$ cat src/hdl/blob_pkg.sv
package blob_pkg;

    // frame geometry
    localparam int IMG_COL = 640;
    localparam int COL_W = 10;

    // label table sizing
    localparam int LABEL_W = 8;
    localparam int NUM_LABELS = 256;
    localparam int AREA_W = 15;

    typedef logic [LABEL_W-1:0] label_t;   // 0 is background
    typedef logic [AREA_W-1:0] area_t;

    typedef enum logic [1:0] {
        TBL_NOP        = 2'd0,
        TBL_SET_PARENT = 2'd1,
        TBL_ADD_AREA   = 2'd2,
        TBL_CLEAR      = 2'd3   // zeroes parent and area
    } tbl_op_e;

    // one write request into the label table
    typedef struct packed {
        tbl_op_e op;
        label_t  addr;
        label_t  parent;
        area_t   amount;
    } tbl_req_t;

endpackage
$ cat src/hdl/table_write_arbiter.sv
`timescale 1ns/10ps

module table_write_arbiter (
    input  blob_pkg::tbl_req_t  i_lab_req,
    input  blob_pkg::tbl_req_t  i_sum_req,
    output blob_pkg::tbl_req_t  o_req,
    output logic                o_sum_grant
);

    logic lab_busy;

    // labeller never stalls, so it always wins
    assign lab_busy = (i_lab_req.op != blob_pkg::TBL_NOP);

    always_comb begin
        if (lab_busy) begin
            o_req = i_lab_req;
        end else begin
            o_req = i_sum_req;
        end
    end

    // summary only moves on in a cycle where its request reached the table
    assign o_sum_grant = !lab_busy;

endmodule

$ cat config.mk
export PLATFORM = sky130hd
export DESIGN_NAME = table_write_arbiter
export DESIGN_NICKNAME = d
export VERILOG_FILES = /design/src/hdl/blob_pkg.sv /design/src/hdl/table_write_arbiter.sv
export SDC_FILE = /design/constraint.sdc
export NUM_CORES = 1
export LEC_CHECK = 0
export ABC_AREA = 1
export BUFFER_PORTS_ARGS = -buffer_cell sky130_fd_sc_hd__buf_2
export CAP_MARGIN = 20
export CORE_MARGIN = 2
export CORE_UTILIZATION = 26
export DETAILED_ROUTE_END_ITERATION = 8
export GPL_ROUTABILITY_DRIVEN = 0
export GPL_TIMING_DRIVEN = 1
export MAX_ROUTING_LAYER = met4
export PLACE_DENSITY = 0.85
export SLEW_MARGIN = 20
export SYNTH_ARGS = -nofsm -noshare
export SYNTH_HDL_FRONTEND = slang
export SYNTH_SLANG_ARGS = --single-unit
export TNS_END_PERCENT = 20
$ cat constraint.sdc
create_clock -name vclk -period 0.8
set_input_delay 0.16 -clock vclk [all_inputs]
set_output_delay 0.16 -clock vclk [all_outputs]
set_load 0.02 [all_outputs]
==> out/metrics.cfg, run 1 <==
[placed_design]
placed_cells=231
dp_hpwl_um=1830
io_buffers=100

[logic_synthesis]
syn_area_um2=482
yosys.area.top_type=nand2_1
synth_top_area_share_pct=49.9
netlist_top_cells_area=nand2_1 (50%), o21ai_0 (28%), buf_6 (7.0%), o21ai_1 (4.2%), buf_2 (3.1%)
seq_area_frac_synth_pct=0
syn_inst=107
yosysUniqueCellTypes=9
ys_warn_count=0
synth_area_per_cell_um2=4.50
synth_nets=173

[floorplanning]
start_util_pct=27.9
die_w_um=47.0
rows=15
core_area_um2=1730
die_h_um=47.0
io_pins=100
die_area_um2=2210

[layout]
nFlopsAndLatches=0
seqCellArea_um2=0
synthToLayoutAreaGrowth_pct=200
insertedDiodeCount=0
fin_cells=233
n_clock_buffer=0
layout-drive-gt1-share_pct=71.2
multi_input_area_um2=519
final_common_cell=buf_2
final_cell_mix=buf_2 (64), buf_6 (40), nand2_2 (33), nand2_1 (28), o21ai_0 (27)
fill_cells=120
final_nets=276

[timing]
rsz0062_at_grt=true
post-route-min-period_ns=1.09
slew_violations=0
final.period_utilization_pct=136
worst_slew_pin_slew_ns=0.279
finalWorstSetupSlack_ns=-0.286
setup_viol=34
max_freq_ghz=0.920
hold_viol_final=0
maxSlewHeadroom_pct=81.2

[run_status]
failed_checks=setup timing
status=finished with violations

[min_path]
min-delay-start=i_sum_req[26]
hold_path.class=in -> out
whs_endpoint=o_req[26]
min_path_cells=4

[detailed_routing]
vias=1056
ant_nets=0
dr.first_iter.drc_count=8
wl_per_cell_um=12.0
wl_um=2790
drc_errors=0
first_pass_iters=4
viasPerCell=4.53

[setup_path]
cpPeakStageDelay_ns=0.23
cp-end-kind=output port
crit_type=in -> out
cp.arrival_ns=0.93
path_max_fanout=7
path_cells=buf_12 > nor2_4 > buf_6 > nand2_2 > nand2_2 > buf_6
worst-endpoint-required_ns=0.64
critPathSlowestCell=nor2_4
startpoint_type=input port

[pwr]
power.density_nw_per_um2=705
power.leakage_nw=0.796
ir_drop_mv=0.506
total_power_mw=1.02

[cts]
post_cts_buffers=0
cts_hold_buffers=0

[grt]
grt_pass1_vias=908
grt_overflow=0
grt_max_degree=18
grt_usage_pct=23.0
antenna_found_initial=0
grt_pass1_wl_um=3660

[job]
maxCapViolations=0

[worst max-delay path by stage]
| stage | from | end | slack [ns] | depth (start not counted) |
|---|---|---|---|---|
| after CTS | i_lab_req[31] | o_req[15] | -0.27 | 6 |
| after global placement | i_lab_req[32] | o_req[26] | -0.25 | 6 |
| after detailed placement | i_lab_req[32] | o_req[23] | -0.27 | 6 |
| final | i_lab_req[32] | o_req[19] | -0.29 | 6 |
| after global routing | i_lab_req[32] | o_req[19] | -0.32 | 6 |
| after floorplan | i_lab_req[32] | o_req[23] | -0.02 | 4 |
[cell usage after synthesis]
cell type and count:
a21o_1 1, buf_2 3, buf_6 3, clkbuf_2 3, inv_1 1, nand2_1 64
nor2_4 1, o21ai_0 27, o21ai_1 4
[timing repair]
item | 4_1_cts | 5_1_grt
gates cloned | 2 | 0
setup endpoints to repair | 34 | 34
resized for setup | 85 | 28
pin swaps | 4 | 4
[layout make-up]
class                           instances  area share [%]
Multi-Input combinational cell         97            35.9
Timing Repair Buffer                  110            61.6
Tap cell                               25            2.16
Inverter                                1           0.260
[report_power, final]
group | switching (mW) | leakage (nW) | internal, mW
Sequential | 0 | 0 | 0
Combinational | 0.492 | 0.796 | 0.526
Clock | 0 | 0 | 0
Total | 0.492 | 0.796 | 0.526
[routing by layer]
layer | up-vias | wire (um) | global-route usage, %
met5 | - | 0 | -
met4 | 0 | 17 | 1.67
met3 | 2 | 255 | 1.54
met2 | 63 | 1530 | 48.5
met1 | 442 | 984 | 23.2
li1 | 549 | - | -
[critical path, delay by kind of cell]
| kind | cells | cell delay [ns] |
|---|---|---|
| buffers and inverters | 3 | 0.41 |
| and+or+nand+nor | 3 | 0.36 |
[logic make-up after synthesis]
logic type	Yosys count	share of synthesized area, %
AND/OR/NAND/NOR	65	52.2
AO/OA/AOI/OAI	32	33.8
buffers and inverters	10	14.0
[per-stage QoR]
step / TNS (ns) / cell area (um2) / hold WS (ns) / setup WS [ns] / utilization [%]
final: -8.59 / 1450 / 0.611 / -0.286 / 83.7
after global routing: -9.78 / 1450 / 0.627 / -0.321 / 83.7
after CTS: -8.20 / 1370 / 0.613 / -0.269 / 79.1
after detailed placement: -8.31 / 1080 / 0.634 / -0.272 / 62.7
after global placement: -7.89 / 1080 / 0.631 / -0.250 / 62.7
after floorplan: -0.638 / 504 / 0.462 / -0.0240 / -
Power figures use the tool's default switching activity.
==> run 2: changes to the inputs <==
- CORE_MARGIN: 2 -> not set
- clock period: 0.8 -> 1.2 ns (I/O delays scaled with it)
==> out/metrics.cfg, run 2 (synthesis results as in run 1) <==
[run_status]
status=finished with violations
failed_checks=setup timing

[timing]
max_freq_ghz=0.809
whs_ns=0.771
worst_slew_pin_slew_ns=0.260
slew_violations=0
setup_viol=22
final.period_utilization_pct=103
post-route-min-period_ns=1.24
maxSlewHeadroom_pct=82.5
finalWorstSetupSlack_ns=-0.0368
hold_viol_final=0
rsz0062_at_grt=true

[layout]
insertedDiodeCount=0
final_nets=276
fin_cells=233
fin_area_um2=1300
nFlopsAndLatches=0
final_cell_mix=buf_2 (66), nand2_1 (58), buf_6 (32), o21ai_0 (21), o21ai_1 (10)
layout-drive-gt1-share_pct=56.3
seqCellArea_um2=0
synthToLayoutAreaGrowth_pct=170
final_common_cell=buf_2
n_clock_buffer=0

[grt]
grt_max_degree=18
antenna_found_initial=0
grt_pass1_vias=796
grt_pass1_wl_um=2980
grt_overflow=0
grt_usage_pct=19.1

[placed_design]
io_buffers=100
postPlaceCellArea_um2=1040
dp_hpwl_um=1570
placed_cells=232

[setup_path]
crit_type=in -> out
path_cells=buf_8 > nor2_4 > buf_12 > nand2_1 > nand2_1 > buf_6
cp.depth=6
worst-endpoint-required_ns=0.96
path_max_fanout=17
critPathSlowestCell=nor2_4
crit_path_end=o_req[11]
crit_buf_inv=3
cpPeakStageDelay_ns=0.20
startpoint_type=input port
cp-end-kind=output port
cp_top_family=buffers and inverters
cp.arrival_ns=1.00
crit_path_frequent_cell=nand2_1
crit_path_start=i_lab_req[32]

[detailed_routing]
viasPerCell=4.45
wl_per_cell_um=10.5
top_layer_used=met3
wl_met1_um=905
ant_nets=0
dr.first_iter.drc_count=9
wl_um=2460
first_pass_iters=4
wl_met3_um=185
drc_errors=0
vias=1037
wl_met2_um=1370

[floorplanning]
core_area_um2=1730
die_h_um=45.0
die_area_um2=2030
io_pins=100
die_w_um=45.0
rows=15
start_util_pct=27.9

[pwr]
power.leakage_nw=0.760
ir_drop_mv=0.285
power.density_nw_per_um2=475
total_power_mw=0.618

[job]
maxCapViolations=0

[cts]
post_cts_buffers=0

[min_path]
hold_path.class=in -> out

==> run 2: changes by cell type in the layout (fill, tap and decap cells not counted), sizes merged <==
cell and change:
clkbuf +1, buf -1
==> run 2: cell type report <==
type	instances	area (um2)
Timing Repair Buffer	110	831
Multi-Input combinational cell	97	434
Fill cell	145	427
Tap cell	25	31.3
Inverter	1	3.75
==> run 2: worst min-delay path, cell delays in order <==
cell	delay [ns]
buf_2	0.08
nand2_2	0.05
nand2_2	0.06
buf_6	0.10
==> run 2: repair_timing <==
action,4_1_cts,5_1_grt
gates resized for setup,32,51
hold buffers,0,0
setup endpoints to repair,28,32
gates cloned,0,1
==> run 2: power breakdown <==
group | switching, mW | internal, mW | leakage, nW
clock network | 0 | 0 | 0
registers | 0 | 0 | 0
logic | 0.300 | 0.318 | 0.760
total | 0.300 | 0.318 | 0.760
==> run 2: worst min-delay path by stage <==
stage,start,to,cells after the start
2_1_floorplan,i_lab_req[31],o_sum_grant,2
3_3_place_gp,i_sum_req[31],o_req[31],4
3_5_place_dp,i_sum_req[31],o_req[31],4
4_1_cts,i_sum_req[15],o_req[15],4
5_1_grt,i_sum_req[3],o_req[3],4
6_report,i_sum_req[25],o_req[25],4
==> run 2: metrics by stage <==
step	worst slack (ns)	TNS [ns]	utilization, %
floorplan	0.184	0	-
global placement	-0.00743	-0.0179	60.4
detailed placement	-0.0184	-0.172	60.4
CTS	-0.00235	-0.00235	64.9
global route	-0.0716	-1.42	75.3
finish	-0.0368	-0.300	75.3
==> run 2: routing by layer <==
metal | vias up | global-route usage [%]
li1 | 546 | -
met1 | 437 | 21.2
met2 | 54 | 38.3
met3 | 0 | 0.400
met4 | 0 | 1.82
met5 | - | -
