==> config.mk <==
export PLATFORM = sky130hd
export DESIGN_NAME = blob_summary
export DESIGN_NICKNAME = d
export VERILOG_FILES = /design/src/hdl/blob_pkg.sv /design/src/hdl/blob_summary.sv
export SDC_FILE = /design/constraint.sdc
export NUM_CORES = 1
export LEC_CHECK = 0
export ABC_AREA = 1
export BUFFER_PORTS_ARGS = -buffer_cell sky130_fd_sc_hd__clkbuf_2
export CAP_MARGIN = 20
export CORE_MARGIN = 2
export CORE_UTILIZATION = 35
export DETAILED_ROUTE_END_ITERATION = 16
export PLACE_DENSITY_LB_ADDON = 0.25
export SETUP_SLACK_MARGIN = 0.02
export SYNTH_ARGS = -nofsm -noshare
export SYNTH_HDL_FRONTEND = slang
export SYNTH_SLANG_ARGS = --single-unit
==> constraint.sdc <==
create_clock -name i_clk -period 2.1 [get_ports i_clk]
set_input_delay 0.105 -clock i_clk [delete_from_list [all_inputs] [get_ports i_clk]]
set_output_delay 0.105 -clock i_clk [all_outputs]
set_load 0.005 [all_outputs]
==> src/hdl/blob_pkg.sv <==
package blob_pkg;

    // frame geometry
    localparam int IMG_COL = 640;
    localparam int COL_W = 10;

    // label table sizing
    localparam int LABEL_W = 8;
    localparam int NUM_LABELS = 256;
    localparam int AREA_W = 15;

    typedef logic [LABEL_W-1:0] label_t;   // 0 is background
    typedef logic [AREA_W-1:0] area_t;

    typedef enum logic [1:0] {
        TBL_NOP        = 2'd0,
        TBL_SET_PARENT = 2'd1,
        TBL_ADD_AREA   = 2'd2,
        TBL_CLEAR      = 2'd3   // zeroes parent and area
    } tbl_op_e;

    // one write request into the label table
    typedef struct packed {
        tbl_op_e op;
        label_t  addr;
        label_t  parent;
        area_t   amount;
    } tbl_req_t;

endpackage
==> src/hdl/blob_summary.sv <==
`timescale 1ns/10ps

module blob_summary (
    input  logic                i_clk,
    input  logic                i_rst_n,
    input  logic                i_frame_done,
    input  logic                i_grant,
    input  blob_pkg::label_t    i_parent,
    input  blob_pkg::area_t     i_area,
    output blob_pkg::label_t    o_raddr,
    output blob_pkg::tbl_req_t  o_req,
    output logic                o_valid,
    output blob_pkg::label_t    o_count
);

    localparam blob_pkg::label_t LAST_LABEL = blob_pkg::label_t'(blob_pkg::NUM_LABELS - 1);

    typedef enum logic [2:0] {
        S_IDLE,
        S_MERGE,
        S_MAX,
        S_COUNT,
        S_OUTPUT
    } state_e;

    state_e           state_r;
    blob_pkg::label_t idx_r;
    logic             step_r;   // 0 add area, 1 clear label
    blob_pkg::area_t  max_r;
    blob_pkg::label_t cnt_r;
    blob_pkg::label_t count_r;

    logic             need_merge;
    logic             hit;
    blob_pkg::label_t cnt_nxt;

    assign o_raddr = idx_r;
    assign o_valid = (state_r == S_OUTPUT);
    assign o_count = count_r;

    assign need_merge = (i_parent != '0) && (i_parent != idx_r);
    assign hit = i_area > (max_r >> 3);
    assign cnt_nxt = cnt_r + blob_pkg::label_t'(hit);

    always_comb begin
        o_req = '0;
        if (state_r == S_MERGE && need_merge) begin
            if (!step_r) begin
                o_req.op = blob_pkg::TBL_ADD_AREA;
                o_req.addr = i_parent;
                o_req.amount = i_area;
            end else begin
                o_req.op = blob_pkg::TBL_CLEAR;
                o_req.addr = idx_r;
            end
        end else if (state_r == S_COUNT) begin
            o_req.op = blob_pkg::TBL_CLEAR;   // leaves the table empty
            o_req.addr = idx_r;
        end
    end

    always_ff @(posedge i_clk or negedge i_rst_n) begin
        if (!i_rst_n) begin
            state_r <= S_IDLE;
            idx_r <= '0;
            step_r <= 1'b0;
            max_r <= '0;
            cnt_r <= '0;
            count_r <= '0;
        end else begin
            case (state_r)
                S_IDLE: begin
                    if (i_frame_done) begin
                        state_r <= S_MERGE;
                        idx_r <= LAST_LABEL;
                        step_r <= 1'b0;
                        max_r <= '0;
                        cnt_r <= '0;
                    end
                end
                S_MERGE: begin
                    if (!need_merge || (i_grant && step_r)) begin
                        step_r <= 1'b0;
                        if (idx_r == blob_pkg::label_t'(1)) begin
                            state_r <= S_MAX;
                            idx_r <= '0;
                        end else begin
                            idx_r <= idx_r - 1'b1;
                        end
                    end else if (i_grant) begin
                        step_r <= 1'b1;
                    end
                end
                S_MAX: begin
                    if (i_area > max_r) begin
                        max_r <= i_area;
                    end
                    if (idx_r == LAST_LABEL) begin
                        state_r <= S_COUNT;
                    end
                    idx_r <= idx_r + 1'b1;  // wraps to 0
                end
                S_COUNT: begin
                    if (i_grant) begin
                        cnt_r <= cnt_nxt;
                        idx_r <= idx_r + 1'b1;
                        if (idx_r == LAST_LABEL) begin
                            count_r <= cnt_nxt;
                            state_r <= S_OUTPUT;
                        end
                    end
                end
                S_OUTPUT: state_r <= S_IDLE;
                default: state_r <= S_IDLE;
            endcase
        end
    end

endmodule

==> results of run 1 <==
-- sequential cells by signal, indices dropped and copies added, names as in the netlist --
name / count
o_count: 8
state_r: 3
step_r: 1
max_r: 15
o_raddr: 8
cnt_r: 8
-- Yosys cell counts, types with 2 or more instances --
| library cell | n | area, um2 |
|---|---|---|
| xor2_1 | 9 | 78.8 |
| nand4_1 | 4 | 25.0 |
| buf_4 | 12 | 90.1 |
| buf_2 | 7 | 35.0 |
| nor2_4 | 2 | 22.5 |
| nand3b_1 | 2 | 15.0 |
| o21ai_1 | 5 | 25.0 |
| clkbuf_1 | 2 | 7.51 |
| mux2_2 | 4 | 45.0 |
| a21oi_1 | 15 | 75.1 |
| mux2_1 | 3 | 33.8 |
| nor2_2 | 5 | 31.3 |
| inv_2 | 7 | 26.3 |
| nor3_1 | 3 | 15.0 |
| nor2_1 | 59 | 221 |
| o21ai_0 | 14 | 70.1 |
| nand2_1 | 148 | 556 |
| nand4_2 | 2 | 25.0 |
| ha_1 | 32 | 400 |
| dfrtp_1 | 43 | 1080 |
| o211ai_1 | 3 | 22.5 |
| xnor2_1 | 4 | 35.0 |
| inv_1 | 57 | 214 |
| nand2_2 | 8 | 50.1 |
| nand3_1 | 58 | 290 |
-- metrics by stage --
step / setup TNS (ns) / power (mW) / hold WS (ns)
2_1_floorplan: -0.420 / 3.81 / -0.191
3_3_place_gp: -2.51 / 4.95 / 0.228
3_5_place_dp: -2.78 / 5.02 / 0.237
4_1_cts: -2.26 / 5.94 / 0.129
5_1_grt: -6.87 / 6.93 / 0.176
6_report: -1.64 / 6.32 / 0.135
-- worst reg2reg max path, cell delays in order, from the launching register on --
cell and delay (ns):
dfrtp_1 0.38, inv_2 0.06, ha_4 0.26, nand2_4 0.06, nor2_4 0.09, nand2_1 0.05, o211ai_1 0.08, nand3b_1 0.12
a21oi_2 0.22, ha_4 0.19, ha_4 0.14, nand3_4 0.07, nor3_2 0.13, xor2_1 0.10, mux2_4 0.26
-- layer usage --
metal / wire [um] / up-vias
met1: 4720 / 1705
met2: 5020 / 78
met5: 0 / -
met4: 147 / 0
li1: - / 1843
met3: 471 / 14
-- how the worst min path moves through the flow --
stage	startpoint	end	slack (ns)	depth (start not counted)
after floorplan	i_rst_n	cnt_r[0]$_DFFE_PN0P_	-0.19	0
after global placement	i_rst_n	max_r[1]$_DFFE_PN0P_	0.23	2
after detailed placement	i_rst_n	max_r[7]$_DFFE_PN0P_	0.24	2
after CTS	i_area[13]	max_r[13]$_DFFE_PN0P_	0.13	5
after global routing	i_area[13]	max_r[13]$_DFFE_PN0P_	0.18	5
final	i_area[13]	max_r[13]$_DFFE_PN0P_	0.14	5
-- where the power goes --
| part | internal (mW) | switching [mW] | total [mW] |
|---|---|---|---|
| logic | 1.80 | 2.50 | 4.30 |
| registers | 1.11 | 0.347 | 1.45 |
| clock network | 0.259 | 0.303 | 0.561 |
| total | 3.16 | 3.15 | 6.32 |
-- layout make-up --
class,count,area share (%)
well taps,136,3.50
flip-flops and latches,43,22.2
multi-input cells,398,52.5
clock buffers,6,1.70
inverters,64,5.05
clock inverters,1,0.103
repair buffers,114,14.9
-- repair_timing --
| item | CTS | global route |
|---|---|---|
| pin swaps | 19 | 11 |
| gates resized for setup | 42 | 34 |
| setup endpoints to repair | 36 | 53 |
| gates cloned | 0 | 2 |
| hold buffers | 1 | 0 |
| endpoints found under the hold margin | 43 | 0 |
| buffers inserted | 7 | 5 |
-- cell families after synthesis --
kind of cell,count (synthesis),share of synthesized area (%)
simple gates,297,36.7
flops,43,29.9
fa+ha+maj,32,11.1
compound gates,40,6.47
other cells,1,0.104
xor+xnor,13,3.16
buf+inv,85,10.4
mux,7,2.19
==> metrics.md, run 1 <==
| Metric | Value |
|---|---|
| Yosys warning count | `0` |
| Hpwl dp | `between 7000 and 8000 um` |
| Row cnt | `37` |
| Routed wire per std cell | `~14 um` |
| Commonest non-fill, non-tap cell in the layout | `nand2_1` |
| First-pass GRT wire length | `between 15000 and 20000 um` |
| Worst Path Buf+Inv | `1` |
| Final Instance Area | `slightly below 5000 um2` |
| DRT iter0 DRCs | `between 200 and 250` |
| Placed standard-cell area | `between 4000 and 5000 um2` |
| Startpoint Class | `flop` |
| Num CTS Buffers | `5` |
| Remaining DRCs | `0` |
| Crit path max fanout | `3` |
| WP depth | `14` |
| Async S/R FF share, synth | `100%` |
| Avg Cell Area, Syn | `6.95 um2` |
| Unrepaired setup endpoints after global routing | `true` |
| Routed WL | `10400 um` |
| Area occupied by registers | `~1100 um2` |
| Die Ht | `105 um` |
| Initial Utilization | `roughly 36%` |
| Vias in the first global route | `3586` |
| Cell chain of the critical path | `inv_2 > ha_4 > nand2_4 > nor2_4 > nand2_1 > o211ai_1 > nand3b_1 > a21oi_2 > ha_4 > ha_4 > nand3_4 > nor3_2 > xor2_1 > mux2_4` |
| Fin nets | `685` |
| Largest net degree at the start of global routing | `44` |
| Antenna Nets Post-Route | `0` |
| Max frequency | `428 MHz` |
| Final slew viol count | `0` |
| Most used cell, CP | `ha_4` |
| Antenna violations before repair | `0` |
| Synth cell types | `35` |
| Die width | `approximately 110 um` |
| R2r endpoint | `o_count[6]$_DFFE_PN0P_` |
| Multi-input combinational cell area | `2550 um2` |
| Area Growth Syn to Fin | `35.0%` |
| Finished Layout Cells | `about 760` |
| Failing checks | `negative setup slack` |
| Core Box Area | `10100 um2` |
| IO Pins | `77` |
| Post-synth EDFFs | `0` |
| Most frequent cells in the layout | `nand2_1 (138), clkbuf_2 (68), nand3_1 (54)` |
| Crit path time final | `about 2.3 ns` |
| Met2 track demand over resource | `31.7%` |
| H-tree levels | `2` |
| Seq cells post-synth | `43` |
| Crit path DAT | `2.52 ns` |
| Busiest grt layer | `met2` |
| Final Hold Viols | `0` |
| DIE AREA | `roughly 11000 um2` |
| Diode count | `0` |
| Crit path to | `o_count[6]$_DFFE_PN0P_` |
| Most used DFF post-synth | `dfrtp_1` |
| Clock skew | `0.0113 ns` |
| R2R cell count | `14` |
| Worst rel slew slack | `60.2%` |
| Reg-to-reg critical path startpoint | `max_r[8]$_DFFE_PN0P_` |
| LEAKAGE | `between 2 and 3 nW` |
| Grt met1 use | `24.5%` |
| Grt met3 use | `3.09%` |
| Synthesized area | `3600 um2` |
| CP delay by family, top | `adder cells` |
| Setup slack, reg-to-reg | `-0.23 ns` |
| CTS Root Cell | `clkbuf_8` |
| Final WS setup | `-0.234 ns` |
| Status | `finished with violations` |
| Crit-path max cell delay | `0.38 ns` |
| Layout cell share with drive strength beyond 1 | `33.7%` |
| RePlAce Congestion | `0.920` |
| Worst skew pair latency | `0.30 ns` |
| Dpl ws | `-0.350 ns` |
| Via/cell ratio | `4.78` |
| Core Util, Final | `47.9%` |
| Crit Path Category | `reg2reg` |
| Endpoints failing setup | `12` |
| Gr usage total | `18.5%` |
| Max clock buf depth | `2` |
| Seq/Total Area, Yosys | `29.9%` |
| DR pass1 iterations | `5` |
| Overflow after GRT | `0` |
| I/O Buffers | `68` |
| Gate Count Post-Synth | `518` |
| Crit share post-route | `111%` |
| Fill cell count | `993` |
| Worst path required time | `2.29 ns` |
| Worst vdd ir | `0.626 mV` |
| Sink Count | `43` |
| Vias after detailed routing | `~3600` |
| Placed insts | `745` |
| Pwr dens | `1300 nW/um2` |
| Worst hold path type | `in2reg` |
| CTS tree | `done` |
| Reg clk slew, reported paths | `0.09 ns` |
| Worst setup path start | `max_r[8]$_DFFE_PN0P_` |
| CP max-delay cell | `dfrtp_1` |
| Max-cap check violation count | `0` |
| Slew @ Worst Pin | `0.597 ns` |
| Crit path capture type | `flop` |
Note: power is estimated with default switching activity, not from simulation.
==> run 2, diff against run 1 <==
--- a/config.mk
+++ b/config.mk
@@ -14,3 +14,3 @@
 export PLACE_DENSITY_LB_ADDON = 0.25
-export SETUP_SLACK_MARGIN = 0.02
+export RECOVER_POWER = 50
 export SYNTH_ARGS = -nofsm -noshare
--- a/constraint.sdc
+++ b/constraint.sdc
@@ -3,2 +3,2 @@
 set_output_delay 0.105 -clock i_clk [all_outputs]
-set_load 0.005 [all_outputs]
+set_load 0.1 [all_outputs]
==> run 2 against run 1 <==
- via count increased by 3.0%
- final area increased by 13%
- the run still ends with negative setup slack left
- count of clock-buffer cells in the layout increased by 2
- routed wire length increased by 1.4%
- register-to-register slack got worse by 0.06 ns
- critical path type unchanged
==> metrics.md, run 2 (same netlist as run 1, synthesis figures left out) <==
| Metric | Value |
|---|---|
| Status | `finished with violations` |
| Failing checks | `negative setup slack` |
| R2R cell count | `14 (unchanged)` |
| Antenna violations before repair | `0 (unchanged)` |
| Crit Path Category | `reg2reg` |
| Final WS setup | `-0.291 ns (-0.0571 ns)` |
| Routed WL | `10500 um (+1.4%)` |
| Vias after detailed routing | `3750 (+3.0%)` |
| Endpoints failing setup | `13 (+1)` |
| Setup tns final | `-2.43 ns (-0.781 ns)` |
| First-pass GRT wire length | `17100 um (+0.82%)` |
| Crit share post-route | `114% (+2.7 points)` |
| Worst rel slew slack | `22.1% (-38 points)` |
| WHS | `0.200 ns (+0.0650 ns)` |
| Sink Count | `43 (unchanged)` |
| Most used cell, CP | `nand2_1` |
| Unrepaired setup endpoints after global routing | `true` |
| CP max-delay cell | `dfrtp_1` |
| Core Box Area | `10100 um2 (unchanged)` |
| Max frequency | `418 MHz (-2.4%)` |
| Final Instance Area | `5510 um2 (+13%)` |
| Startpoint Class | `flop` |
| DRT iter0 DRCs | `137 (-36%)` |
| Crit path time final | `2.39 ns (+0.0571 ns)` |
| Gr usage total | `18.9% (+0.32 points)` |
| Largest net degree at the start of global routing | `35 (-20%)` |
| H-tree levels | `2 (unchanged)` |
| Commonest non-fill, non-tap cell in the layout | `nand2_1` |
| Worst skew pair latency | `0.31 ns (about the same)` |
| Remaining DRCs | `0 (unchanged)` |
| Fill cell count | `926 (-6.7%)` |
| Row cnt | `37 (unchanged)` |
| Crit-path max cell delay | `0.38 ns (about the same)` |
| Final slew viol count | `0 (unchanged)` |
| RePlAce Congestion | `0.875 (-4.8%)` |
| DR pass1 iterations | `4 (-1)` |
| Placed standard-cell area | `4910 um2 (+14%)` |
| CTS Root Cell | `clkbuf_8` |
| Diode count | `0 (unchanged)` |
| Hold Startpoint | `i_area[13]` |
| Num CTS Buffers | `5 (unchanged)` |
| Top reg by flops | `max_r` |
| Layout cell share with drive strength beyond 1 | `38.1% (+4.4 points)` |
| Via/cell ratio | `4.83 (+1.2%)` |
| Clock skew | `0.0150 ns (+0.00368 ns)` |
| Routed wire per std cell | `13.5 um (-0.48%)` |
| Max reg flops | `15 (unchanged)` |
| Reg-to-reg critical path startpoint | `max_r[5]$_DFFE_PN0P_` |
| Max-cap check violation count | `0 (unchanged)` |
| Max clock buf depth | `2 (unchanged)` |
| Hold endpoint | `max_r[13]$_DFFE_PN0P_` |
| CTS tree | `done` |
| Hpwl dp | `7600 um (+2.1%)` |
| Crit path max fanout | `2 (-1)` |
| IO Pins | `77 (unchanged)` |
| Slew @ Worst Pin | `1.17 ns (+0.577 ns)` |
| I/O Buffers | `68 (unchanged)` |
| Finished Layout Cells | `776 (+1.8%)` |
| Initial Utilization | `35.5% (unchanged)` |
| Worst path required time | `2.28 ns (about the same)` |
| Cell chain of the critical path | `inv_2 > ha_4 > nand2_2 > o21ai_2 > nand2_1 > o211ai_1 > nand3b_1 > a21oi_2 > ha_2 > nand3_2 > nor2_2 > nand2_1 > xor2_1 > mux2_2` |
| Area Growth Syn to Fin | `53.1%` |
| Placed insts | `746 (+0.13%)` |
| Die Ht | `105 um (unchanged)` |
| Final Hold Viols | `0 (unchanged)` |
| R2r endpoint | `o_count[5]$_DFFE_PN0P_` |
| Reg clk slew, reported paths | `0.09 ns (about the same)` |
| DIE AREA | `11100 um2 (unchanged)` |
| Hold depth | `5 (unchanged)` |
| Most frequent cells in the layout | `nand2_1 (128), nand3_1 (53), inv_1 (50)` |
| Crit path DAT | `2.57 ns (+0.05 ns)` |
| Overflow after GRT | `0 (unchanged)` |
| Antenna Nets Post-Route | `0 (unchanged)` |
| Setup slack, reg-to-reg | `-0.29 ns (-0.06 ns)` |
| Vias in the first global route | `3611 (+0.70%)` |
| Crit path capture type | `flop` |
| Worst hold path type | `in2reg` |
| Fin nets | `698 (+1.9%)` |
| Die width | `105 um (unchanged)` |
==> run 2: changes by cell type in the layout (fill, tap and decap cells not counted), sizes merged <==
cell,before,now
buf,44,80
clkbuf,75,54
clkinv,1,0
==> run 2: worst max-delay path by stage <==
stage | slack, ns | startpoint | endpoint
4_1_cts | -0.33 | max_r[5]$_DFFE_PN0P_ | o_count[6]$_DFFE_PN0P_
3_3_place_gp | -0.32 | max_r[5]$_DFFE_PN0P_ | o_count[6]$_DFFE_PN0P_
3_5_place_dp | -0.41 | max_r[5]$_DFFE_PN0P_ | o_count[6]$_DFFE_PN0P_
6_report | -0.29 | max_r[5]$_DFFE_PN0P_ | o_count[5]$_DFFE_PN0P_
2_1_floorplan | -0.12 | max_r[5]$_DFFE_PN0P_ | o_count[6]$_DFFE_PN0P_
5_1_grt | -0.41 | max_r[6]$_DFFE_PN0P_ | o_count[5]$_DFFE_PN0P_
==> run 2: critical path, delay by kind of cell, from the launching register on <==
family	cells	cell delay, ns
DFF	1	0.38
buffers and inverters	1	0.06
adders and majority gates	2	0.49
AOI/OAI and AO/OA	3	0.38
muxes	1	0.26
and+or+nand+nor	6	0.55
xor gates and xnor gates	1	0.15
==> run 2: stage by stage <==
stage               util [%]  setup slack [ns]
global placement        48.4            -0.322
finish                  54.4            -0.291
global route            54.4            -0.415
detailed placement      48.4            -0.410
CTS                     51.7            -0.334
floorplan                  -            -0.120
==> run 2: per-layer routing <==
layer / track usage [%] / vias up / share of wire [%]
li1: - / 1877 / -
met1: 25.3 / 1768 / 44
met2: 31.3 / 93 / 49
met3: 2.72 / 12 / 4.6
met4: 5.71 / 0 / 1.6
met5: 0 / - / 0
==> run 2: what timing repair did <==
action / in CTS / in global routing
hold endpoints to repair: 32 / 0
pin swaps: 14 / 23
setup buffers: 15 / 5
hold buffers: 1 / 0
gates cloned: 1 / 1
setup endpoints to repair: 34 / 54
resized for setup: 22 / 59
==> run 2: final cells by class <==
class | instances | area [um2] | area share (%)
timing repair buffer | 127 | 1180 | 21.4
tap | 136 | 170 | 3.09
clock buffer | 8 | 100 | 1.82
sequential | 43 | 1110 | 20.1
inverter | 64 | 253 | 4.59
multi-input combinational | 398 | 2700 | 49.0
Power of run 2 is not shown: default switching activity piles up to over one toggle a cycle in this logic, so the estimate is an artifact.
